$ cat config.mk
export PLATFORM = sky130hd
export DESIGN_NAME = cpuTop
export DESIGN_NICKNAME = d
export VERILOG_FILES = /design/src/cpuBusPkg.sv /design/src/cpuIsaPkg.sv /design/src/cpuTop.sv /design/src/cpuSequencer.sv /design/src/aluExec.sv /design/src/insnDecoder.sv /design/src/regFile.sv
export SDC_FILE = /design/constraint.sdc
export NUM_CORES = 2
export LEC_CHECK = 0
export BUFFER_PORTS_ARGS = -buffer_cell sky130_fd_sc_hd__buf_4
export CORE_ASPECT_RATIO = 0.75
export CORE_MARGIN = 5
export CORE_UTILIZATION = 61
export CTS_CLUSTER_SIZE = 10
export DETAILED_ROUTE_END_ITERATION = 16
export PLACE_DENSITY = 0.78
export SLEW_MARGIN = 20
export SYNTH_ARGS = -nofsm -noshare
export SYNTH_HDL_FRONTEND = slang
export SYNTH_HIERARCHICAL = 1
export SYNTH_SLANG_ARGS = --single-unit
$ cat constraint.sdc
create_clock -name clk -period 34.1 [get_ports clk]
set_clock_uncertainty 0.2 [all_clocks]
set_input_delay 3.41 -clock clk [delete_from_list [all_inputs] [get_ports clk]]
set_output_delay 3.41 -clock clk [all_outputs]
set_load 0.1 [all_outputs]
$ cat src/cpuBusPkg.sv
package cpuBusPkg;

    localparam int AddrWidth = 32;
    localparam int DataWidth = 32;

    // Word address of the first fetch after reset
    localparam logic [AddrWidth-1:0] ResetVectorDefault = 32'h0000_0000;

    // Trap targets are VectorBase OR the complemented 5-bit vector,
    // so the low five bits of the base must stay clear
    localparam logic [AddrWidth-1:0] VectorBaseDefault = 32'h0000_0100;

    // One data-bus transfer, held stable while the request is raised
    typedef struct packed {
        logic [AddrWidth-1:0] addr;
        logic [DataWidth-1:0] wdata;  // Ignored on reads
        logic                 write;
    } dataReq_t;

endpackage

$ cat src/cpuIsaPkg.sv
package cpuIsaPkg;

    // Special register indices
    localparam logic [3:0] RegZero = 4'd0;   // Always reads zero
    localparam logic [3:0] RegPc   = 4'd15;  // Reads next PC, write is a branch

    localparam logic [1:0] TrapForm = 2'b11;  // Form value of the trap layout

    // ALU operation codes, Z = (X op O) + A
    typedef enum logic [3:0] {
        OpOr,
        OpAnd,
        OpAdd,
        OpMul,
        OpRsvd4,
        OpShl,
        OpLt,
        OpEq,
        OpGt,
        OpAndNot,
        OpXor,
        OpSub,
        OpXnor,
        OpShr,
        OpNe,
        OpRsvd15
    } aluOp_e;

    // Normal three-operand layout
    typedef struct packed {
        logic [1:0]  form;      // Bit 30 selects the Y/immediate swap
        logic        storing;
        logic        derefRhs;  // Right-hand side is a memory address
        logic [3:0]  z;
        logic [3:0]  x;
        logic [3:0]  y;
        aluOp_e      op;
        logic [11:0] imm;       // Signed
    } insnFields_t;

    // Trap layout of the same word
    typedef struct packed {
        logic [1:0]  form;
        logic [24:0] unused;
        logic [4:0]  vector;
    } trapFields_t;

    typedef union packed {
        insnFields_t fields;
        trapFields_t trap;
    } insnWord_u;

    // Decoder output
    typedef struct packed {
        logic [3:0]  zIdx;
        logic [3:0]  xIdx;
        logic [3:0]  yIdx;
        aluOp_e      op;
        logic [31:0] immExt;
        logic        swap;
        logic        storing;
        logic        derefRhs;
        logic        isBranch;
        logic        isTrap;
        logic [4:0]  vector;
    } decoded_t;

endpackage
$ cat src/cpuTop.sv
`timescale 1ns/1ps

module cpuTop #(
    parameter logic [31:0] ResetVector = cpuBusPkg::ResetVectorDefault,
    parameter logic [31:0] VectorBase  = cpuBusPkg::VectorBaseDefault
) (
    input  logic                 clk,
    input  logic                 reset_n,
    input  logic                 i_halt,
    output logic [31:0]          o_insnAddr,
    input  cpuIsaPkg::insnWord_u i_insn,
    output logic                 o_dReqValid,
    output cpuBusPkg::dataReq_t  o_dReq,
    input  logic                 i_dAck,
    input  logic [31:0]          i_dRdata
);
    import cpuIsaPkg::*;

    decoded_t    dec;
    logic [31:0] xVal;
    logic [31:0] yVal;
    logic [31:0] zVal;
    logic [31:0] rhs;
    logic [31:0] nextPc;
    logic [31:0] regWdata;
    logic        aluEn;
    logic        regWe;

    cpuSequencer #(
        .ResetVector(ResetVector),
        .VectorBase (VectorBase)
    ) sequencer_i (
        .clk        (clk),
        .reset_n    (reset_n),
        .i_halt     (i_halt),
        .i_insn     (i_insn),
        .i_dec      (dec),
        .i_rhs      (rhs),
        .i_zVal     (zVal),
        .i_dAck     (i_dAck),
        .i_dRdata   (i_dRdata),
        .o_insnAddr (o_insnAddr),
        .o_nextPc   (nextPc),
        .o_aluEn    (aluEn),
        .o_regWe    (regWe),
        .o_regWdata (regWdata),
        .o_dReqValid(o_dReqValid),
        .o_dReq     (o_dReq)
    );

    insnDecoder decoder_i (
        .i_insn(i_insn),
        .o_dec (dec)
    );

    regFile regFile_i (
        .clk     (clk),
        .i_we    (regWe),
        .i_zIdx  (dec.zIdx),
        .i_xIdx  (dec.xIdx),
        .i_yIdx  (dec.yIdx),
        .i_wdata (regWdata),
        .i_nextPc(nextPc),
        .o_xVal  (xVal),
        .o_yVal  (yVal),
        .o_zVal  (zVal)
    );

    aluExec alu_i (
        .clk   (clk),
        .i_en  (aluEn),
        .i_op  (dec.op),
        .i_swap(dec.swap),
        .i_x   (xVal),
        .i_y   (yVal),
        .i_imm (dec.immExt),
        .o_rhs (rhs)
    );

endmodule

$ cat src/cpuSequencer.sv
`timescale 1ns/1ps

module cpuSequencer #(
    parameter logic [31:0] ResetVector = cpuBusPkg::ResetVectorDefault,
    parameter logic [31:0] VectorBase  = cpuBusPkg::VectorBaseDefault
) (
    input  logic                 clk,
    input  logic                 reset_n,
    input  logic                 i_halt,
    input  cpuIsaPkg::insnWord_u i_insn,
    input  cpuIsaPkg::decoded_t  i_dec,
    input  logic [31:0]          i_rhs,
    input  logic [31:0]          i_zVal,
    input  logic                 i_dAck,
    input  logic [31:0]          i_dRdata,
    output logic [31:0]          o_insnAddr,
    output logic [31:0]          o_nextPc,
    output logic                 o_aluEn,
    output logic                 o_regWe,
    output logic [31:0]          o_regWdata,
    output logic                 o_dReqValid,
    output cpuBusPkg::dataReq_t  o_dReq
);
    import cpuIsaPkg::*;
    import cpuBusPkg::*;

    typedef enum logic [2:0] {
        StIdle,   // Reset and halt wait
        StFetch,
        StExec,
        StMem,
        StWb
    } seqState_e;

    seqState_e   state;
    logic [31:0] pc;
    logic [31:0] nextPc;
    logic [31:0] loadData;
    logic [31:0] wbValue;
    logic [31:0] trapTarget;
    logic        reqValid;
    logic        acked;       // Waiting for ack to fall
    logic        isTrapWord;
    logic        memAccess;
    logic        isLoad;
    logic        reqStart;
    logic        reqDone;
    dataReq_t    reqNext;
    dataReq_t    reqHeld;

    // Trap form is recognised straight from the fetched word
    assign isTrapWord = (i_insn.trap.form == TrapForm);
    assign memAccess  = i_dec.storing || i_dec.derefRhs;
    assign isLoad     = i_dec.derefRhs && !i_dec.storing;
    assign trapTarget = VectorBase | {27'd0, ~i_dec.vector};
    assign wbValue    = isLoad ? loadData : i_rhs;

    assign reqStart = (state == StMem) && !reqValid && !acked;
    assign reqDone  = (state == StMem) && reqValid && i_dAck;

    // Plain store writes rhs to [Z], indirect store writes Z to [rhs]
    always_comb begin
        reqNext.write = i_dec.storing;
        reqNext.addr  = i_dec.derefRhs ? i_rhs : i_zVal;
        reqNext.wdata = i_dec.derefRhs ? i_zVal : i_rhs;
    end

    always_ff @(posedge clk) begin
        if (!reset_n) begin
            state    <= StIdle;
            pc       <= ResetVector;
            reqValid <= 1'b0;
            acked    <= 1'b0;
        end else begin
            case (state)
                StIdle: begin
                    if (!i_halt) state <= StFetch;
                end
                StFetch: begin
                    if (isTrapWord) begin
                        pc    <= trapTarget;  // Straight to the vector fetch
                        state <= i_halt ? StIdle : StFetch;
                    end else begin
                        state <= StExec;
                    end
                end
                StExec: state <= memAccess ? StMem : StWb;
                StMem: begin
                    if (reqStart) begin
                        reqValid <= 1'b1;
                    end else if (reqDone) begin
                        reqValid <= 1'b0;
                        acked    <= 1'b1;
                    end else if (acked && !i_dAck) begin
                        acked <= 1'b0;  // Four-phase cycle closed
                        state <= StWb;
                    end
                end
                StWb: begin
                    pc    <= i_dec.isBranch ? wbValue : nextPc;
                    state <= i_halt ? StIdle : StFetch;
                end
                default: state <= StIdle;
            endcase
        end
    end

    always_ff @(posedge clk) begin
        if (state == StFetch) nextPc <= pc + 32'd1;
        if (reqStart) reqHeld <= reqNext;
        if (reqDone) loadData <= i_dRdata;  // Valid while ack is high
    end

    assign o_insnAddr  = pc;
    assign o_nextPc    = nextPc;
    assign o_aluEn     = (state == StExec);
    assign o_regWe     = (state == StWb) && !i_dec.storing && !i_dec.isBranch;
    assign o_regWdata  = wbValue;
    assign o_dReqValid = reqValid;
    assign o_dReq      = reqHeld;

endmodule

$ cat src/aluExec.sv
`timescale 1ns/1ps

module aluExec (
    input  logic              clk,
    input  logic              i_en,
    input  cpuIsaPkg::aluOp_e i_op,
    input  logic              i_swap,
    input  logic [31:0]       i_x,
    input  logic [31:0]       i_y,
    input  logic [31:0]       i_imm,
    output logic [31:0]       o_rhs
);
    import cpuIsaPkg::*;

    logic [31:0] opnd;      // Right operand of op
    logic [31:0] addend;    // Term added afterwards
    logic [31:0] opResult;
    logic        bigShift;
    logic        reserved;

    assign opnd     = i_swap ? i_imm : i_y;
    assign addend   = i_swap ? i_y : i_imm;
    assign bigShift = |opnd[31:5];  // Shift of 32 or more
    assign reserved = (i_op == OpRsvd4) || (i_op == OpRsvd15);

    always_comb begin
        case (i_op)
            OpOr:     opResult = i_x | opnd;
            OpAnd:    opResult = i_x & opnd;
            OpAdd:    opResult = i_x + opnd;
            OpMul:    opResult = i_x * opnd;  // Low 32 bits
            OpShl:    opResult = bigShift ? '0 : i_x << opnd[4:0];
            OpLt:     opResult = {32{$signed(i_x) < $signed(opnd)}};
            OpEq:     opResult = {32{i_x == opnd}};
            OpGt:     opResult = {32{$signed(i_x) > $signed(opnd)}};
            OpAndNot: opResult = i_x & ~opnd;
            OpXor:    opResult = i_x ^ opnd;
            OpSub:    opResult = i_x - opnd;
            OpXnor:   opResult = i_x ^ ~opnd;
            OpShr:    opResult = bigShift ? '0 : i_x >> opnd[4:0];  // Logical
            OpNe:     opResult = {32{i_x != opnd}};
            default:  opResult = '0;
        endcase
    end

    always_ff @(posedge clk) begin
        if (i_en) begin
            o_rhs <= reserved ? '0 : opResult + addend;
        end
    end

endmodule

$ cat src/insnDecoder.sv
`timescale 1ns/1ps

module insnDecoder (
    input  cpuIsaPkg::insnWord_u i_insn,
    output cpuIsaPkg::decoded_t  o_dec
);
    import cpuIsaPkg::*;

    insnFields_t f;
    trapFields_t t;

    // Same word, two views
    assign f = i_insn.fields;
    assign t = i_insn.trap;

    always_comb begin
        o_dec.zIdx     = f.z;
        o_dec.xIdx     = f.x;
        o_dec.yIdx     = f.y;
        o_dec.op       = f.op;
        o_dec.immExt   = {{20{f.imm[11]}}, f.imm};  // Sign extend
        o_dec.swap     = f.form[0];                  // Bit 30
        o_dec.storing  = f.storing;
        o_dec.derefRhs = f.derefRhs;
        o_dec.isBranch = (f.z == RegPc) && !f.storing;
        o_dec.isTrap   = (t.form == TrapForm);
        o_dec.vector   = t.vector;
    end

endmodule

$ cat src/regFile.sv
`timescale 1ns/1ps

module regFile (
    input  logic        clk,
    input  logic        i_we,
    input  logic [3:0]  i_zIdx,
    input  logic [3:0]  i_xIdx,
    input  logic [3:0]  i_yIdx,
    input  logic [31:0] i_wdata,
    input  logic [31:0] i_nextPc,
    output logic [31:0] o_xVal,
    output logic [31:0] o_yVal,
    output logic [31:0] o_zVal
);
    import cpuIsaPkg::*;

    logic [31:0] regs [1:14];  // General registers only

    function automatic logic [31:0] readPort(input logic [3:0] idx);
        logic [31:0] val;
        if (idx == RegZero) begin
            val = '0;
        end else if (idx == RegPc) begin
            val = i_nextPc;  // PC reads as the following address
        end else begin
            val = regs[idx];
        end
        return val;
    endfunction

    always_comb begin
        o_xVal = readPort(i_xIdx);
        o_yVal = readPort(i_yIdx);
        o_zVal = readPort(i_zIdx);
    end

    // Index 15 writes come through the sequencer as branches
    always_ff @(posedge clk) begin
        if (i_we && i_zIdx != RegZero && i_zIdx != RegPc) begin
            regs[i_zIdx] <= i_wdata;
        end
    end

endmodule

* Word level (Yosys, flattened, before mapping) *
Memories as Yosys holds them, arrays and structs flattened.
Index checks and enable logic that the tools add are counted.

storage, ports and cells
  register bits = 198
  latch bits = 0
  RAM bits = 448
  memory bits (read-only) = 0
  bits of input ports = 68
  output and inout port bits = 98
  word-level logic and storage cells = 122
  memories kept = 1

memories
  name            depth  width  rd ports  clocked after Yosys merged registers in  write ports  line           text
  regFile_i.regs  14     32     3         0                                        1            regFile.sv:17  logic [31:0] regs [1:14];

operators by class
  $add $sub $neg = 4
  $mul = 1
  divide/modulo/power cells = 0
  order comparisons = 2
  equal/unequal tests = 31
  shift-type cells = 2
  muxes and demuxes = 31
  bitwise gates (word level) = 8
  reduce and logical (&&, ||, !) cells = 32

operators by type and width
  operator               number
  $mux 32                15
  $pmux 32 s14           1
  $add 32x32->32         2
  $and 32x32->32         2
  $pmux 32 s2            1
  $xor 32x32->32         2
  $eq 4x4->1 const B     11
  $add 32x1->32 const B  1
  $eq 32x32->1           1
  $gt 32x32->1           1
  $lt 32x32->1           1
  $mul 32x32->32         1
  $ne 32x32->1           1
  $not 32->32            1
  $or 32x32->32          1
  $shl 32x5->32          1
  $shr 32x5->32          1
  $sub 32x32->32         1
  $reduce_or 27->1       1
  $mux 3                 6
  $eq 4x3->1 const B     4
  $logic_not 4->1        4
  $pmux 3 s5             1
  $logic_and 1x1->1      11
  other kinds (20)       39

* Longest topological paths before layout *
  word-level depth = 8
  mapped depth = 50
  mapped depth without buffers = 43

* Modules after synthesis *
Netlist, hierarchy kept.

modules (own cells, without submodules)
  module        instances  cells an instance  area each (µm²)  sequential area each (µm²)
  aluExec       1          3,458              27,101.0         960.9
  regFile       1          1,881              25,354.3         13,452.9
  cpuSequencer  1          561                7,522.2          4,614.4
  insnDecoder   1          59                 442.9            0.0

* Worst setup path before layout *
No wires, ideal clock.

  path type = in2reg
  start point = input i_insn[17] (netlist bit)
  end point = register alu_i.o_rhs[31] (data pin)
  setup time = 0.269 ns
  data arrival time = 13.924 ns
  data required time = 33.631 ns
  slack = 19.708 ns
  stages on the path = 45
  path buffers = 7
  cell sequence = buf_4 -> buf_2 -> clkbuf_1 -> mux2_2 -> a222oi_1 -> a31oi_1 -> mux2i_2 -> clkbuf_1 -> clkbuf_1 -> buf_1 -> clkbuf_1 -> nor2_1 -> fa_1 -> fa_1 -> fa_1 -> inv_1 -> fa_1 -> inv_1 -> (+9 left out) -> a21oi_1 -> o21bai_1 -> a21oi_1 -> nor3_1 -> o21ai_0 -> o2111a_1 -> o21ai_0 -> ha_1 -> a21o_1 -> a21o_1 -> a21oi_1 -> and3b_1 -> a21boi_0 -> a221o_1 -> a21oi_1 -> xor2_1 -> a31o_1 -> a21oi_2

between the ends
  cells in the longest elaborated chain, start to end = 8
  elaborated cells on any way between the ends = 27

RTL lines
  element                                                                 line           text
  start, declared                                                         cpuTop.sv:11   input cpuIsaPkg::insnWord_u i_insn,
  $mem_v2 14x32 / $eq 4x4->1 (equally long branches)                      -
  $mux 32                                                                 regFile.sv:23  end else if (idx == RegPc) begin
  $mux 32 *                                                               regFile.sv:21  if (idx == RegZero) begin
  named net yVal[3]                                                       cpuTop.sv:21   logic [31:0] yVal;
  parallel branches: the longest is 4 deep, another holds $mul 32x32->32  -
  $add 32x32->32 *                                                        aluExec.sv:48  o_rhs <= reserved ? '0 : opResult + addend;
  end signal, assigned                                                    aluExec.sv:48
  end, declared                                                           aluExec.sv:11  output logic [31:0] o_rhs

Mark *: on every way through the listed nets, which the timed path passes.
A chain may end at the register's enable or synchronous reset.

* Worst setup path after layout *
  start point = input i_insn[17] (netlist bit)
  end point = register alu_i.o_rhs[31] (data pin)

between the ends
  cells in the longest elaborated chain, start to end = 8
  elaborated cells on any way between the ends = 27

RTL lines
  element                                                                 line
  $mem_v2 14x32 / $eq 4x4->1 (equally long branches)                      -
  $mux 32                                                                 regFile.sv:23
  $mux 32 *                                                               regFile.sv:21
  named net yVal[7]                                                       cpuTop.sv:21
  parallel branches: the longest is 4 deep, another holds $mul 32x32->32  -
  $add 32x32->32 *                                                        aluExec.sv:48

Marked as above.

==> results.md <==
* Worst slack, placed at 17.41 ns
* Clock sinks at 646
* Core ar. at 98700 um2
* CTS root buf: clkbuf_16
* Total CTS buffers at 75
* CTS tree: built
* Initial DRT Pass Iterations at 9
* Syn_area_per_cell at 10.1 um2
* Largest net degree at the start of global routing at 80
* Vias in the first global route at 50870
* Final wirelength at 258000 um
* Most frequent cells in the layout: 609 x edfxtp_1, 545 x nor2_1, 511 x inv_1, 495 x nand2_1, 411 x fa_1
* Gr usage total at 47.8%
* Synth Instances at 5958
* Final worst path period share at 47.7%
* Crit path time final at 16.28 ns
* Setup Buffers After CTS at 0
* Min-Delay Path Class: flip-flop to flip-flop
* H-tree Lvls at 3
* Final Hold Vio Count at 0
* Top cell by count, worst path: fa_1
* Most common cell after layout, fill and taps aside: edfxtp_1
* Worst-path clk slew at 0.06 ns
* Slew margin rel. at 12.0%
* Max Root-Sink Buffers at 3
* Synthesis warning total at 6
* Routability cong. at 1.09
* Fmax at 61.4 MHz
* First-pass GRT wire length at 366000 um
* Chip width at 373 um
* Crit-path slowest cell: buf_4
* PortBufs at 165
* DR iter-0 viols at 10072
* Post-cts sizing count at 0
* Detailed-route via count at 53531
* ANT nets after route at 0
* Initial antenna violation count at 12
* Post-DP HPWL at 185000 um
* Startpoint type of the worst setup path: primary input
* # fillers at 7680
* Final Worst Setup Slack at 17.82 ns
* Worst-Skew Late Latency at 0.66 ns
* DR vias/cell at 7.38
* Congestion Overflow GR at 0
* Post-DR wirelength/cell at 35.6 um
* Crit path arrival time at 16.47 ns
* Final Max Slew Viols at 0
* Total Neg Setup Slack at 0 ns
* Die Ht at 283 um
* Ratio of cells with drive above 1 in the final layout at 15.0%
* DRC at 0
* P&R area growth vs syn at 6.99%
* CP Capture Type: flip-flop
* Slowest stage delay, CP at 0.85 ns
* WP buf/inv at 8
* Initial core utilization at 61.2%
* Io pins at 166
* Syn_nets at 6689
* Top Family by Delay on Critical Path: adder cells
* Max cap viols at 0
* Crit path kind: primary input to flip-flop
* Cell Rows at 100
* Unrepaired setup endpoints after global routing: no
* Number of hold buffers added after CTS at 0
* Netlist Area Pre-Place at 60400 um2
* Final setup viols at 0
* Worst-Margin Slew at 1.30 ns
* Die area at 105000 um2
* Critical Path RT at 34.29 ns
* Outcome: finished, final reports clean
* CP Max Fanout at 79
* Nets at 6599
## final timing paths
path / from / end / slack [ns] / cells past startpoint
min: sequencer_i/o_insnAddr[30]$_SDFFE_PN0P_ / sequencer_i/o_insnAddr[30]$_SDFFE_PN0P_ / 0.32 / 2
max: i_insn[17] / alu_i/o_rhs[31]$_SDFFCE_PP0P_ / 17.82 / 44
max reg2reg: regFile_i/regs[10][9]$_DFFE_PP_ / alu_i/o_rhs[31]$_SDFFCE_PP0P_ / 21.58 / 38
min reg2reg: sequencer_i/o_insnAddr[30]$_SDFFE_PN0P_ / sequencer_i/o_insnAddr[30]$_SDFFE_PN0P_ / 0.32 / 2
## stage by stage
step / std cells / area (um2) / hold slack (ns) / util, %
after floorplan: 5958 / 60400 / 0.267 / -
after detailed placement: 7116 / 62400 / 0.309 / 63.2
after global placement: 7116 / 62400 / 0.289 / 63.2
final: 7250 / 64600 / 0.316 / 65.5
after global routing: 7236 / 64600 / 0.336 / 65.4
after CTS: 7235 / 64600 / 0.317 / 65.4
## registers in the layout, indices dropped and copies added, names as in the netlist
name and count:
sequencer_i/o_nextPc 32, sequencer_i/o_dReqValid 1, sequencer_i/state 3, alu_i/o_rhs 32, regFile_i/regs 448, sequencer_i/loadData 32
sequencer_i/acked 1, sequencer_i/o_insnAddr 32, sequencer_i/o_dReq 65
## cell type report
class                   instances  area (um2)  area share [%]
multi-input cells            4284       37300            57.7
flip-flops and latches        646       19000            29.4
repair buffers                323        2450            3.79
clock buffers                 113        2070            3.21
inverters                     538        2020            3.12
well taps                    1326        1660            2.57
clock inverters                 6         103           0.159
diodes                         14        35.0          0.0542
## worst min-delay path, cell delays in order, from the launching register on
cell	delay [ns]
dfxtp_1	0.35
nand2_1	0.07
a21boi_1	0.05
## metal layers
layer  track usage (%)  routed length, um
met3              26.8              52600
met5              1.14                217
met4              19.0              13000
met2              60.5              94200
met1              67.2              97700
Power is not shown: default switching activity piles up to over one toggle a cycle in this logic, so the estimate is an artifact.
